### src/source/uarch_pkg.sv
// shared widths and typedefs for the execute subsystem
// alu op encoding, payload structs for each stage boundary
`default_nettype none

package uarch_pkg;

  // ------------------------------------------------
  // widths
  // ------------------------------------------------

  localparam int unsigned xlen         = 32;  // rv32, fixed
  localparam int unsigned num_regs     = 32;  // architectural regs incl x0
  localparam int unsigned seq_max_bits = 8;   // widest seq_num a struct can carry

  typedef logic [xlen-1:0]         addr_t;     // program counter
  typedef logic [xlen-1:0]         data_t;     // register value
  typedef logic [4:0]              reg_idx_t;  // x0..x31
  typedef logic [seq_max_bits-1:0] seq_t;      // only low seq_num_bits used

  // ------------------------------------------------
  // alu ops, register and immediate forms share one code
  // ------------------------------------------------

  typedef enum logic [3:0] {
    OP_ADD  = 4'd0,
    OP_SUB  = 4'd1,
    OP_AND  = 4'd2,
    OP_OR   = 4'd3,
    OP_XOR  = 4'd4,
    OP_SLL  = 4'd5,
    OP_SRL  = 4'd6,
    OP_SRA  = 4'd7,
    OP_SLT  = 4'd8,
    OP_SLTU = 4'd9
  } rv_uop;

  // ------------------------------------------------
  // stage payloads
  // ------------------------------------------------

  // decoded op from outside
  typedef struct packed {
    addr_t    pc;
    rv_uop    uop;
    reg_idx_t rs1;
    reg_idx_t rs2;
    data_t    imm;
    logic     use_imm;  // op2 = imm instead of rs2
    reg_idx_t waddr;
  } issue_t;

  // dispatch -> alu, operands already read
  typedef struct packed {
    addr_t    pc;
    seq_t     seq_num;
    data_t    op1;
    data_t    op2;
    reg_idx_t waddr;
    rv_uop    uop;
  } d_x_t;

  // alu -> writeback
  typedef struct packed {
    addr_t    pc;
    seq_t     seq_num;
    reg_idx_t waddr;
    data_t    wdata;
  } x_w_t;

  // retired op on the commit port
  typedef struct packed {
    addr_t    pc;
    seq_t     seq_num;
    reg_idx_t waddr;
    data_t    wdata;
  } commit_t;

endpackage

`default_nettype wire
### src/source/exec_top.sv
// execute subsystem top level
// dispatch -> alu -> writeback, plus the shared register file
`timescale 1ns/1ps
`default_nettype none

module exec_top #(
  parameter int unsigned seq_num_bits = 5
) (
  input  logic               clk,
  input  logic               rst,
  // decoded ops in
  input  logic               issue_val,
  output logic               issue_rdy,
  input  uarch_pkg::issue_t  issue,
  // retired ops out
  output logic               commit_val,
  input  logic               commit_rdy,
  output uarch_pkg::commit_t commit
);
  import uarch_pkg::*;

  // ------------------------------------------------
  // stage links
  // ------------------------------------------------

  logic     dx_val;
  logic     dx_rdy;
  d_x_t     dx;
  logic     xw_val;
  logic     xw_rdy;
  x_w_t     xw;

  // regfile side nets
  reg_idx_t rs1;
  reg_idx_t rs2;
  data_t    rdata1;
  data_t    rdata2;
  logic     wen;
  reg_idx_t waddr;
  data_t    wdata;
  logic     clr_en;   // busy clear, wb -> dispatch
  reg_idx_t clr_idx;

  dispatch_stage #(.seq_num_bits(seq_num_bits)) u_dispatch (
    .clk, .rst,
    .issue_val, .issue_rdy, .issue,
    .rs1, .rs2, .rdata1, .rdata2,
    .clr_en, .clr_idx,
    .dx_val, .dx_rdy, .dx
  );

  alu_stage #(.seq_num_bits(seq_num_bits)) u_alu (
    .clk, .rst,
    .dx_val, .dx_rdy, .dx,
    .xw_val, .xw_rdy, .xw
  );

  writeback_stage #(.seq_num_bits(seq_num_bits)) u_wb (
    .clk, .rst,
    .xw_val, .xw_rdy, .xw,
    .wen, .waddr, .wdata,
    .clr_en, .clr_idx,
    .commit_val, .commit_rdy, .commit
  );

  reg_file u_rf (
    .clk, .rst,
    .rs1, .rs2, .rdata1, .rdata2,
    .wen, .waddr, .wdata
  );

endmodule

`default_nettype wire

### src/source/writeback_stage.sv
// writeback stage with a one-entry result register
// drives regfile write, busy clear and the commit port
`timescale 1ns/1ps
`default_nettype none

module writeback_stage #(
  parameter int unsigned seq_num_bits = 5
) (
  input  logic                clk,
  input  logic                rst,
  // alu -> writeback link
  input  logic                xw_val,
  output logic                xw_rdy,
  input  uarch_pkg::x_w_t     xw,
  // register file write port
  output logic                wen,
  output uarch_pkg::reg_idx_t waddr,
  output uarch_pkg::data_t    wdata,
  // busy clear back to dispatch
  output logic                clr_en,
  output uarch_pkg::reg_idx_t clr_idx,
  // commit link
  output logic                commit_val,
  input  logic                commit_rdy,
  output uarch_pkg::commit_t  commit
);
  import uarch_pkg::*;

  x_w_t ent;        // held result
  x_w_t ent_next;
  logic ent_val;
  logic xw_xfer;
  logic commit_xfer;

  // ------------------------------------------------
  // result register
  // ------------------------------------------------

  assign xw_xfer     = xw_val && xw_rdy;
  assign commit_xfer = commit_val && commit_rdy;

  always_ff @(posedge clk) begin
    if (rst) begin
      ent_val <= 1'b0;
    end else if (xw_xfer) begin
      ent_val <= 1'b1;
    end else if (commit_xfer) begin
      ent_val <= 1'b0;
    end
  end

  always_comb begin
    ent_next         = xw;
    ent_next.seq_num = seq_t'(xw.seq_num[seq_num_bits-1:0]);  // keep unused bits 0
  end

  always_ff @(posedge clk) begin
    if (xw_xfer) begin
      ent <= ent_next;
    end
  end

  assign xw_rdy     = commit_rdy || !ent_val;
  assign commit_val = ent_val;

  // ------------------------------------------------
  // retire side effects, only on the commit edge
  // ------------------------------------------------

  assign wen     = commit_xfer;
  assign waddr   = ent.waddr;
  assign wdata   = ent.wdata;
  assign clr_en  = commit_xfer;  // regfile and busy bit change on same edge
  assign clr_idx = ent.waddr;

  always_comb begin
    commit.pc      = ent.pc;
    commit.seq_num = ent.seq_num;
    commit.waddr   = ent.waddr;
    commit.wdata   = ent.wdata;
  end

endmodule

`default_nettype wire

### src/source/alu_stage.sv
// alu stage, one-entry execute register between dispatch and writeback
// full rv32i register/immediate alu set
`timescale 1ns/1ps
`default_nettype none

module alu_stage #(
  parameter int unsigned seq_num_bits = 5
) (
  input  logic              clk,
  input  logic              rst,
  // dispatch -> alu link
  input  logic              dx_val,
  output logic              dx_rdy,
  input  uarch_pkg::d_x_t   dx,
  // alu -> writeback link
  output logic              xw_val,
  input  logic              xw_rdy,
  output uarch_pkg::x_w_t   xw
);
  import uarch_pkg::*;

  d_x_t     ent;      // registered op, payload only
  d_x_t     ent_next;
  logic     ent_val;
  logic     dx_xfer;
  logic     xw_xfer;
  data_t    op1;
  data_t    op2;
  logic [4:0] shamt;
  data_t    result;

  // ------------------------------------------------
  // input register
  // ------------------------------------------------

  assign dx_xfer = dx_val && dx_rdy;
  assign xw_xfer = xw_val && xw_rdy;

  always_ff @(posedge clk) begin
    if (rst) begin
      ent_val <= 1'b0;
    end else if (dx_xfer) begin
      ent_val <= 1'b1;   // fill, also covers drain+fill in one cycle
    end else if (xw_xfer) begin
      ent_val <= 1'b0;   // drain
    end
  end

  always_comb begin
    ent_next         = dx;
    // only the low seq_num_bits are meaningful
    ent_next.seq_num = seq_t'(dx.seq_num[seq_num_bits-1:0]);
  end

  always_ff @(posedge clk) begin
    if (dx_xfer) begin
      ent <= ent_next;
    end
  end

  // ------------------------------------------------
  // arithmetic
  // ------------------------------------------------

  assign op1   = ent.op1;
  assign op2   = ent.op2;
  assign shamt = op2[4:0];  // rv32 shifts take low 5 bits

  always_comb begin
    case (ent.uop)
      OP_ADD:  result = op1 + op2;
      OP_SUB:  result = op1 - op2;
      OP_AND:  result = op1 & op2;
      OP_OR:   result = op1 | op2;
      OP_XOR:  result = op1 ^ op2;
      OP_SLL:  result = op1 << shamt;
      OP_SRL:  result = op1 >> shamt;
      OP_SRA:  result = data_t'($signed(op1) >>> shamt);  // sign fill
      OP_SLT:  result = data_t'($signed(op1) < $signed(op2));
      OP_SLTU: result = data_t'(op1 < op2);
      default: result = '0;  // unused encodings
    endcase
  end

  // ------------------------------------------------
  // outputs
  // ------------------------------------------------

  // free when empty or when the held op leaves this cycle
  assign dx_rdy = xw_rdy || !ent_val;
  assign xw_val = ent_val;

  always_comb begin
    xw.pc      = ent.pc;
    xw.seq_num = ent.seq_num;
    xw.waddr   = ent.waddr;
    xw.wdata   = result;
  end

endmodule

`default_nettype wire

### src/source/dispatch_stage.sv
// dispatch stage with one-entry input register and busy-bit scoreboard
// operand read with immediate select, sequence numbering
`timescale 1ns/1ps
`default_nettype none

module dispatch_stage #(
  parameter int unsigned seq_num_bits = 5
) (
  input  logic                clk,
  input  logic                rst,
  // issue link
  input  logic                issue_val,
  output logic                issue_rdy,
  input  uarch_pkg::issue_t   issue,
  // register file read
  output uarch_pkg::reg_idx_t rs1,
  output uarch_pkg::reg_idx_t rs2,
  input  uarch_pkg::data_t    rdata1,
  input  uarch_pkg::data_t    rdata2,
  // busy clear from writeback
  input  logic                clr_en,
  input  uarch_pkg::reg_idx_t clr_idx,
  // dispatch -> alu link
  output logic                dx_val,
  input  logic                dx_rdy,
  output uarch_pkg::d_x_t     dx
);
  import uarch_pkg::*;

  issue_t                  ent;      // held op, no reset on payload
  logic                    ent_val;
  logic [num_regs-1:0]     busy;     // one bit per reg with a write in flight
  logic [seq_num_bits-1:0] seq_q;    // next seq number to hand out
  logic                    issue_xfer;
  logic                    dx_xfer;
  logic                    rs1_busy;
  logic                    rs2_busy;
  logic                    dst_busy;
  logic                    hazard;

  // ------------------------------------------------
  // hazard check
  // ------------------------------------------------

  assign rs1_busy = busy[ent.rs1];
  assign rs2_busy = busy[ent.rs2] && !ent.use_imm;  // rs2 unread in imm form
  // a second write to a reg still in flight would let its first
  // commit clear the bit early, so hold those too
  assign dst_busy = busy[ent.waddr];
  assign hazard   = rs1_busy || rs2_busy || dst_busy;

  // ------------------------------------------------
  // handshake
  // ------------------------------------------------

  assign dx_val     = ent_val && !hazard;
  assign dx_xfer    = dx_val && dx_rdy;
  assign issue_rdy  = !ent_val || dx_xfer;  // empty, or entry leaving now
  assign issue_xfer = issue_val && issue_rdy;

  always_ff @(posedge clk) begin
    if (rst) begin
      ent_val <= 1'b0;
    end else if (issue_xfer) begin
      ent_val <= 1'b1;
    end else if (dx_xfer) begin
      ent_val <= 1'b0;
    end
  end

  always_ff @(posedge clk) begin
    if (issue_xfer) begin
      ent <= issue;
    end
  end

  // ------------------------------------------------
  // scoreboard and sequence counter
  // ------------------------------------------------

  always_ff @(posedge clk) begin
    if (rst) begin
      busy  <= '0;
      seq_q <= '0;
    end else begin
      if (clr_en) begin
        busy[clr_idx] <= 1'b0;
      end
      // later assignment wins, so a set beats a clear on the same bit
      if (dx_xfer && (ent.waddr != '0)) begin
        busy[ent.waddr] <= 1'b1;
      end
      if (dx_xfer) begin
        seq_q <= seq_q + 1'b1;  // wraps at 2**seq_num_bits
      end
    end
  end

  // ------------------------------------------------
  // operand read and outgoing payload
  // ------------------------------------------------

  assign rs1 = ent.rs1;
  assign rs2 = ent.rs2;

  always_comb begin
    dx.pc      = ent.pc;
    dx.seq_num = seq_t'(seq_q);  // upper bits zero
    dx.op1     = rdata1;
    dx.op2     = ent.use_imm ? ent.imm : rdata2;
    dx.waddr   = ent.waddr;
    dx.uop     = ent.uop;
  end

endmodule

`default_nettype wire

### src/source/reg_file.sv
// architectural register file, 32 x 32 bit
// two combinational read ports, one write port, x0 hardwired to zero
`timescale 1ns/1ps
`default_nettype none

module reg_file (
  input  logic                clk,
  input  logic                rst,
  // read side, driven by dispatch
  input  uarch_pkg::reg_idx_t rs1,
  input  uarch_pkg::reg_idx_t rs2,
  output uarch_pkg::data_t    rdata1,
  output uarch_pkg::data_t    rdata2,
  // write side, driven by writeback
  input  logic                wen,
  input  uarch_pkg::reg_idx_t waddr,
  input  uarch_pkg::data_t    wdata
);
  import uarch_pkg::*;

  // x1..x31 only, no storage behind x0
  data_t regs [1:num_regs-1];

  // ------------------------------------------------
  // write port
  // ------------------------------------------------

  always_ff @(posedge clk) begin
    if (rst) begin
      for (int i = 1; i < num_regs; i++) begin
        regs[i] <= '0;  // architectural state starts at zero
      end
    end else if (wen && (waddr != '0)) begin
      regs[waddr] <= wdata;  // writes to x0 dropped here
    end
  end

  // ------------------------------------------------
  // read ports
  // ------------------------------------------------

  // same-cycle write is not bypassed, the scoreboard keeps readers back
  // until the edge after the write
  assign rdata1 = (rs1 == '0) ? '0 : regs[rs1];
  assign rdata2 = (rs2 == '0) ? '0 : regs[rs2];

endmodule

`default_nettype wire

### config.mk
export PLATFORM = sky130hd
export DESIGN_NAME = exec_top
export DESIGN_NICKNAME = d
export VERILOG_FILES = /design/src/source/uarch_pkg.sv /design/src/source/exec_top.sv /design/src/source/writeback_stage.sv /design/src/source/alu_stage.sv /design/src/source/dispatch_stage.sv /design/src/source/reg_file.sv
export SDC_FILE = /design/constraint.sdc
export NUM_CORES = 2
export LEC_CHECK = 0
export BUFFER_PORTS_ARGS = -buffer_cell sky130_fd_sc_hd__buf_2
export CAP_MARGIN = 20
export CORE_MARGIN = 4
export CORE_UTILIZATION = 60
export CTS_BUF_LIST = sky130_fd_sc_hd__clkbuf_16
export DETAILED_ROUTE_END_ITERATION = 8
export GPL_TIMING_DRIVEN = 0
export PLACE_DENSITY = 0.87
export SLEW_MARGIN = 20
export SYNTH_ARGS = -nofsm -noshare
export SYNTH_HDL_FRONTEND = slang
export SYNTH_SLANG_ARGS = --single-unit
### constraint.sdc
create_clock -name clk -period 5.6 [get_ports clk]
set_clock_uncertainty 0.15 [all_clocks]
set_input_delay 0 -clock clk [delete_from_list [all_inputs] [get_ports clk]]
set_output_delay 0 -clock clk [all_outputs]
set_load 0.02 [all_outputs]
==> flow_summary.html <==
<table>
<tr><th>Metric</th><th>Value</th></tr>
<tr><th colspan="2">Status</th></tr>
<tr><td>Status</td><td>complete, no violations</td></tr>
<tr><th colspan="2">Setup path</th></tr>
<tr><td>CP arrival</td><td>5.89 ns</td></tr>
<tr><td>Required time worst endpoint</td><td>5.92 ns</td></tr>
<tr><td>Critical path startpoint category</td><td>flop</td></tr>
<tr><td>Maximum fanout encountered on the critical timing path</td><td>11</td></tr>
<tr><td>Kind of capture point of the worst setup path</td><td>flop</td></tr>
<tr><td>Category of the most critical setup path</td><td>reg -&gt; reg</td></tr>
<tr><th colspan="2">Placement</th></tr>
<tr><td>Sum of net half-perimeters after detailed placement</td><td>196,400 um</td></tr>
<tr><td>Gpl congestion</td><td>1.044</td></tr>
<tr><td>Cell Count Post-Placement</td><td>6,896</td></tr>
<tr><td>Count of buffers inserted at the top-level ports</td><td>163</td></tr>
<tr><td>Setup slack at placement</td><td>-1.146 ns</td></tr>
<tr><td>Dpl cell area</td><td>77,150 sq um</td></tr>
<tr><th colspan="2">Drt</th></tr>
<tr><td>Final routed wirelength across all metal layers</td><td>288,200 um</td></tr>
<tr><td>Remaining design rule violation count</td><td>0</td></tr>
<tr><td>First-iteration detailed-routing DRC count</td><td>10,380</td></tr>
<tr><td>Highest metal layer with signal wires</td><td>met5</td></tr>
<tr><td>Met2 Wirelength</td><td>122,800 um</td></tr>
<tr><td>Routed wire length per instance</td><td>39.23 um</td></tr>
<tr><td>Total iterations of the first detailed-routing run</td><td>7</td></tr>
<tr><td>Post-detailed-route count of antenna-violating nets</td><td>0</td></tr>
<tr><td>Wire length on met1</td><td>87,170 um</td></tr>
<tr><td>Number of vias after detailed routing</td><td>54,860</td></tr>
<tr><td>Wire length on met3</td><td>45,450 um</td></tr>
<tr><td>Via density</td><td>7.468</td></tr>
<tr><th colspan="2">STA</th></tr>
<tr><td>Setup slack of the critical path after layout</td><td>0.02673 ns</td></tr>
<tr><td>Period utilization</td><td>99.52%</td></tr>
<tr><td>Fin. max-slew vios</td><td>0</td></tr>
<tr><td>Final setup TNS</td><td>0 ns</td></tr>
<tr><td>Final Hold Fails</td><td>0</td></tr>
<tr><td>Setup repair after global routing missed its margin</td><td>no</td></tr>
<tr><td>Transition time of the tightest slew-check pin</td><td>1.266 ns</td></tr>
<tr><td>Number of setup violations in the final report</td><td>0</td></tr>
<tr><td>Max transition margin</td><td>13.42%</td></tr>
<tr><td>Min Tclk post-route</td><td>5.573 ns</td></tr>
<tr><td>Max Fclk</td><td>0.1794 GHz</td></tr>
<tr><th colspan="2">Final layout</th></tr>
<tr><td>Area overhead of the layout relative to synthesis</td><td>13.50%</td></tr>
<tr><td>Leading cell types in the layout, fill and taps excluded</td><td>1,292 x edfxtp_1, 1,002 x and2_1, 727 x mux4_2, 371 x clkbuf_1, 223 x nor2_1</td></tr>
<tr><td>Most frequent standard cell in the layout excluding fill and tap cells</td><td>edfxtp_1</td></tr>
<tr><td>Number of nets in the layout</td><td>5,783</td></tr>
<tr><td>Layout cell share with drive strength beyond 1</td><td>22.70%</td></tr>
<tr><td>Final Cell Area</td><td>83,730 sq um</td></tr>
<tr><td>Final cell count without fillers</td><td>7,346</td></tr>
<tr><td>Post-layout utilization of the core</td><td>68.70%</td></tr>
<tr><th colspan="2">Clock network</th></tr>
<tr><td>Depth of the CTS H-tree</td><td>4</td></tr>
<tr><td>CTS buffer count</td><td>141</td></tr>
<tr><td>CTS tree</td><td>done</td></tr>
<tr><td># clock sinks</td><td>1,337</td></tr>
<tr><td>Maximum buffer depth of the clock tree</td><td>3</td></tr>
<tr><td>Worst skew pair latency</td><td>0.83 ns</td></tr>
<tr><td>Clock tree root buffer cell</td><td>clkbuf_16</td></tr>
<tr><td>CTS clock-pin slew for the worst setup and hold paths</td><td>0.06 ns</td></tr>
<tr><th colspan="2">Synth</th></tr>
<tr><td>Number of instances in the synthesized netlist</td><td>5,056</td></tr>
<tr><td>Fraction of the mapped netlist area in compound gates</td><td>4.953%</td></tr>
<tr><td>Count of state elements after synthesis</td><td>1,337</td></tr>
<tr><td>Simple-gate area share of the yosys netlist</td><td>12.48%</td></tr>
<tr><td>Main combinational cell family by area after synthesis</td><td>multiplexers</td></tr>
<tr><td>Post-synthesis mux area share</td><td>23.91%</td></tr>
<tr><td>Summed instance area of the synthesized netlist</td><td>73,760 sq um</td></tr>
<tr><td>Proportion of register bits with asynchronous set or reset after synthesis</td><td>0%</td></tr>
<tr><td>Synthesized area per cell</td><td>14.59 sq um</td></tr>
<tr><td>Number of synthesized flops with an enable pin</td><td>1,292</td></tr>
<tr><td>Top flip-flop cell by instance count after synthesis</td><td>edfxtp_1</td></tr>
<tr><td>Yosys cell types</td><td>82</td></tr>
<tr><td>Post-Synth Adder-Cell Area</td><td>1.717%</td></tr>
<tr><td>Fraction of synthesized cell area in xor and xnor cells</td><td>0.1187%</td></tr>
<tr><td>Synth warn</td><td>0</td></tr>
<tr><td>Share of synthesized area occupied by flip-flops and latches</td><td>53.82%</td></tr>
<tr><th colspan="2">Global route</th></tr>
<tr><td>Total global routing overflow</td><td>0</td></tr>
<tr><td>Overall routing resource usage</td><td>45.10%</td></tr>
<tr><td>Wire length of the first global-routing pass</td><td>400,400 um</td></tr>
<tr><td>Initial antenna violation count</td><td>15</td></tr>
<tr><td>Vias in the first global route</td><td>53,940</td></tr>
<tr><td>Pin count of the biggest net entering global routing</td><td>67</td></tr>
<tr><th colspan="2">Die</th></tr>
<tr><td>Initial Util</td><td>60.52%</td></tr>
<tr><td>Die Height</td><td>358.6 um</td></tr>
<tr><td>I/O pin count</td><td>167</td></tr>
<tr><td>Die Span X</td><td>358.6 um</td></tr>
<tr><td>Die ar.</td><td>128,600 sq um</td></tr>
<tr><td>Core area</td><td>121,900 sq um</td></tr>
<tr><td>Total number of placement rows</td><td>128</td></tr>
<tr><th colspan="2">Min path</th></tr>
<tr><td>Min-delay worst type</td><td>reg -&gt; reg</td></tr>
<tr><th colspan="2">Power</th></tr>
<tr><td>Max rail drop VDD</td><td>0.3580 mV</td></tr>
<tr><td>Leakage power</td><td>30.06 nW</td></tr>
<tr><td>Power per unit of standard cell area</td><td>309.0 nW/um^2</td></tr>
<tr><th colspan="2">Flow run</th></tr>
<tr><td>Max-cap viol count</td><td>0</td></tr>
</table>
[through the flow]
| stage | hold WS [ns] | total power [mW] |
|---|---|---|
| CTS | 0.1833 | 25.39 |
| floorplan | -0.05113 | 14.29 |
| global route | 0.2286 | 26.28 |
| global placement | 0.02612 | 15.92 |
| detailed placement | 0.02810 | 16.03 |
| finish | 0.2204 | 25.87 |
[where the power goes]
part	internal (mW)	leakage, nW	switching (mW)
clock network	5.23	2.32	4.31
logic	1.68	14.3	2.83
registers	11.4	13.4	0.418
[timing repair]
item	CTS	global route
hold buffers	173	0
resized for setup	7	12
pin swaps	0	1
buffers inserted	0	5
hold endpoints to repair	153	0
endpoints found under the setup margin	13	10
[per-layer routing]
layer,track usage (%),up-vias
met3,18.67,1614
met1,53.42,26800
met4,37.19,12
met5,1.019,-
li1,-,20630
met2,64.56,5806
[Yosys cell counts, types with 8 or more instances]
cell type     n  area share [%]
xnor2_1       9            0.11
ha_1         98             1.7
mux2_2       14            0.21
o21a_1       13            0.13
nand2b_1     17            0.14
inv_1        98            0.50
o221ai_1     16            0.19
a311oi_1     11            0.13
nor2_1      223             1.1
mux4_2      727              22
edfxtp_1   1292              53
nand3b_1     16            0.16
nand2_1     146            0.74
dfxtp_1      45             1.2
or3_1        13            0.11
o22ai_1      14            0.12
nand4_1      14            0.12
and2_1     1002             8.5
mux2i_1     108             1.5
a221o_1      10            0.14
buf_2        15            0.10
a211oi_1     24            0.24
o21ai_0     147             1.0
nor4_1       15            0.13
a31oi_1      14            0.12
o21ai_1      21            0.14
buf_1        69            0.35
nor3_1       38            0.26
o21bai_1     17            0.17
or2_2        38            0.32
a2111oi_0     8           0.095
a21o_1       13            0.13
a21oi_1     114            0.77
a22oi_1      10            0.10
clkbuf_1    391             2.0
o2111ai_1    14            0.17
nor2b_1      35            0.30
a221oi_1     17            0.20
o31ai_1      17            0.17
nand3_1      35            0.24
o211ai_1     18            0.18
[worst paths after layout]
path | startpoint | end | slack [ns] | cells past startpoint
min | u_alu.xw[61] | u_wb.commit[61] | 0.22 | 0
max | u_alu.op2[4] | u_wb.wdata[25] | 0.03 | 14
max reg2reg | u_alu.op2[4] | u_wb.wdata[25] | 0.03 | 14
min reg2reg | u_alu.xw[61] | u_wb.commit[61] | 0.22 | 0
[state kept, by name, summed over array words and instances (netlist names), 32 cells and up, named ones only]
name             count
u_alu.op2           32
u_wb.commit         37
u_wb.wdata          32
u_dispatch.dx       41
u_alu.xw            42
u_dispatch.busy     32
u_alu.op1           32
u_rf.regs         1024
u_dispatch.ent      33
[cells by family (layout without fill, tap and decap cells)]
family          after synthesis  after routing
simple gates               1621           1621
flops                      1337           1337
mux                         851            851
buf+inv                     580           1199
compound gates              556            556
fa+ha+maj                   100            100
xor+xnor                     10             10
other cells                   1             47
[worst max-delay path: stages, from the launching register on]
cell      delay (ns)
edfxtp_1        0.48
clkbuf_1        0.26
inv_1           0.11
clkbuf_1        0.50
clkbuf_2        0.47
ha_1            0.22
clkbuf_1        0.36
nor3b_1         0.10
a211o_1         0.28
o21a_1          0.28
o21ai_0         0.25
nand4_1         0.34
a311oi_1        0.45
a221oi_1        0.13
o21ai_1         0.85
[cell type report]
class	instances	area, sq um
Sequential cell	1337	39700
Fill cell	7676	38150
Multi-Input combinational cell	3173	32150
Clock buffer	142	3553
Timing Repair Buffer	364	2952
Tap cell	1625	2033
Buffer	478	1902
Clock inverter	115	1015
Inverter	100	389.1
Antenna cell	12	30.03
Power figures use the tool's default switching activity.
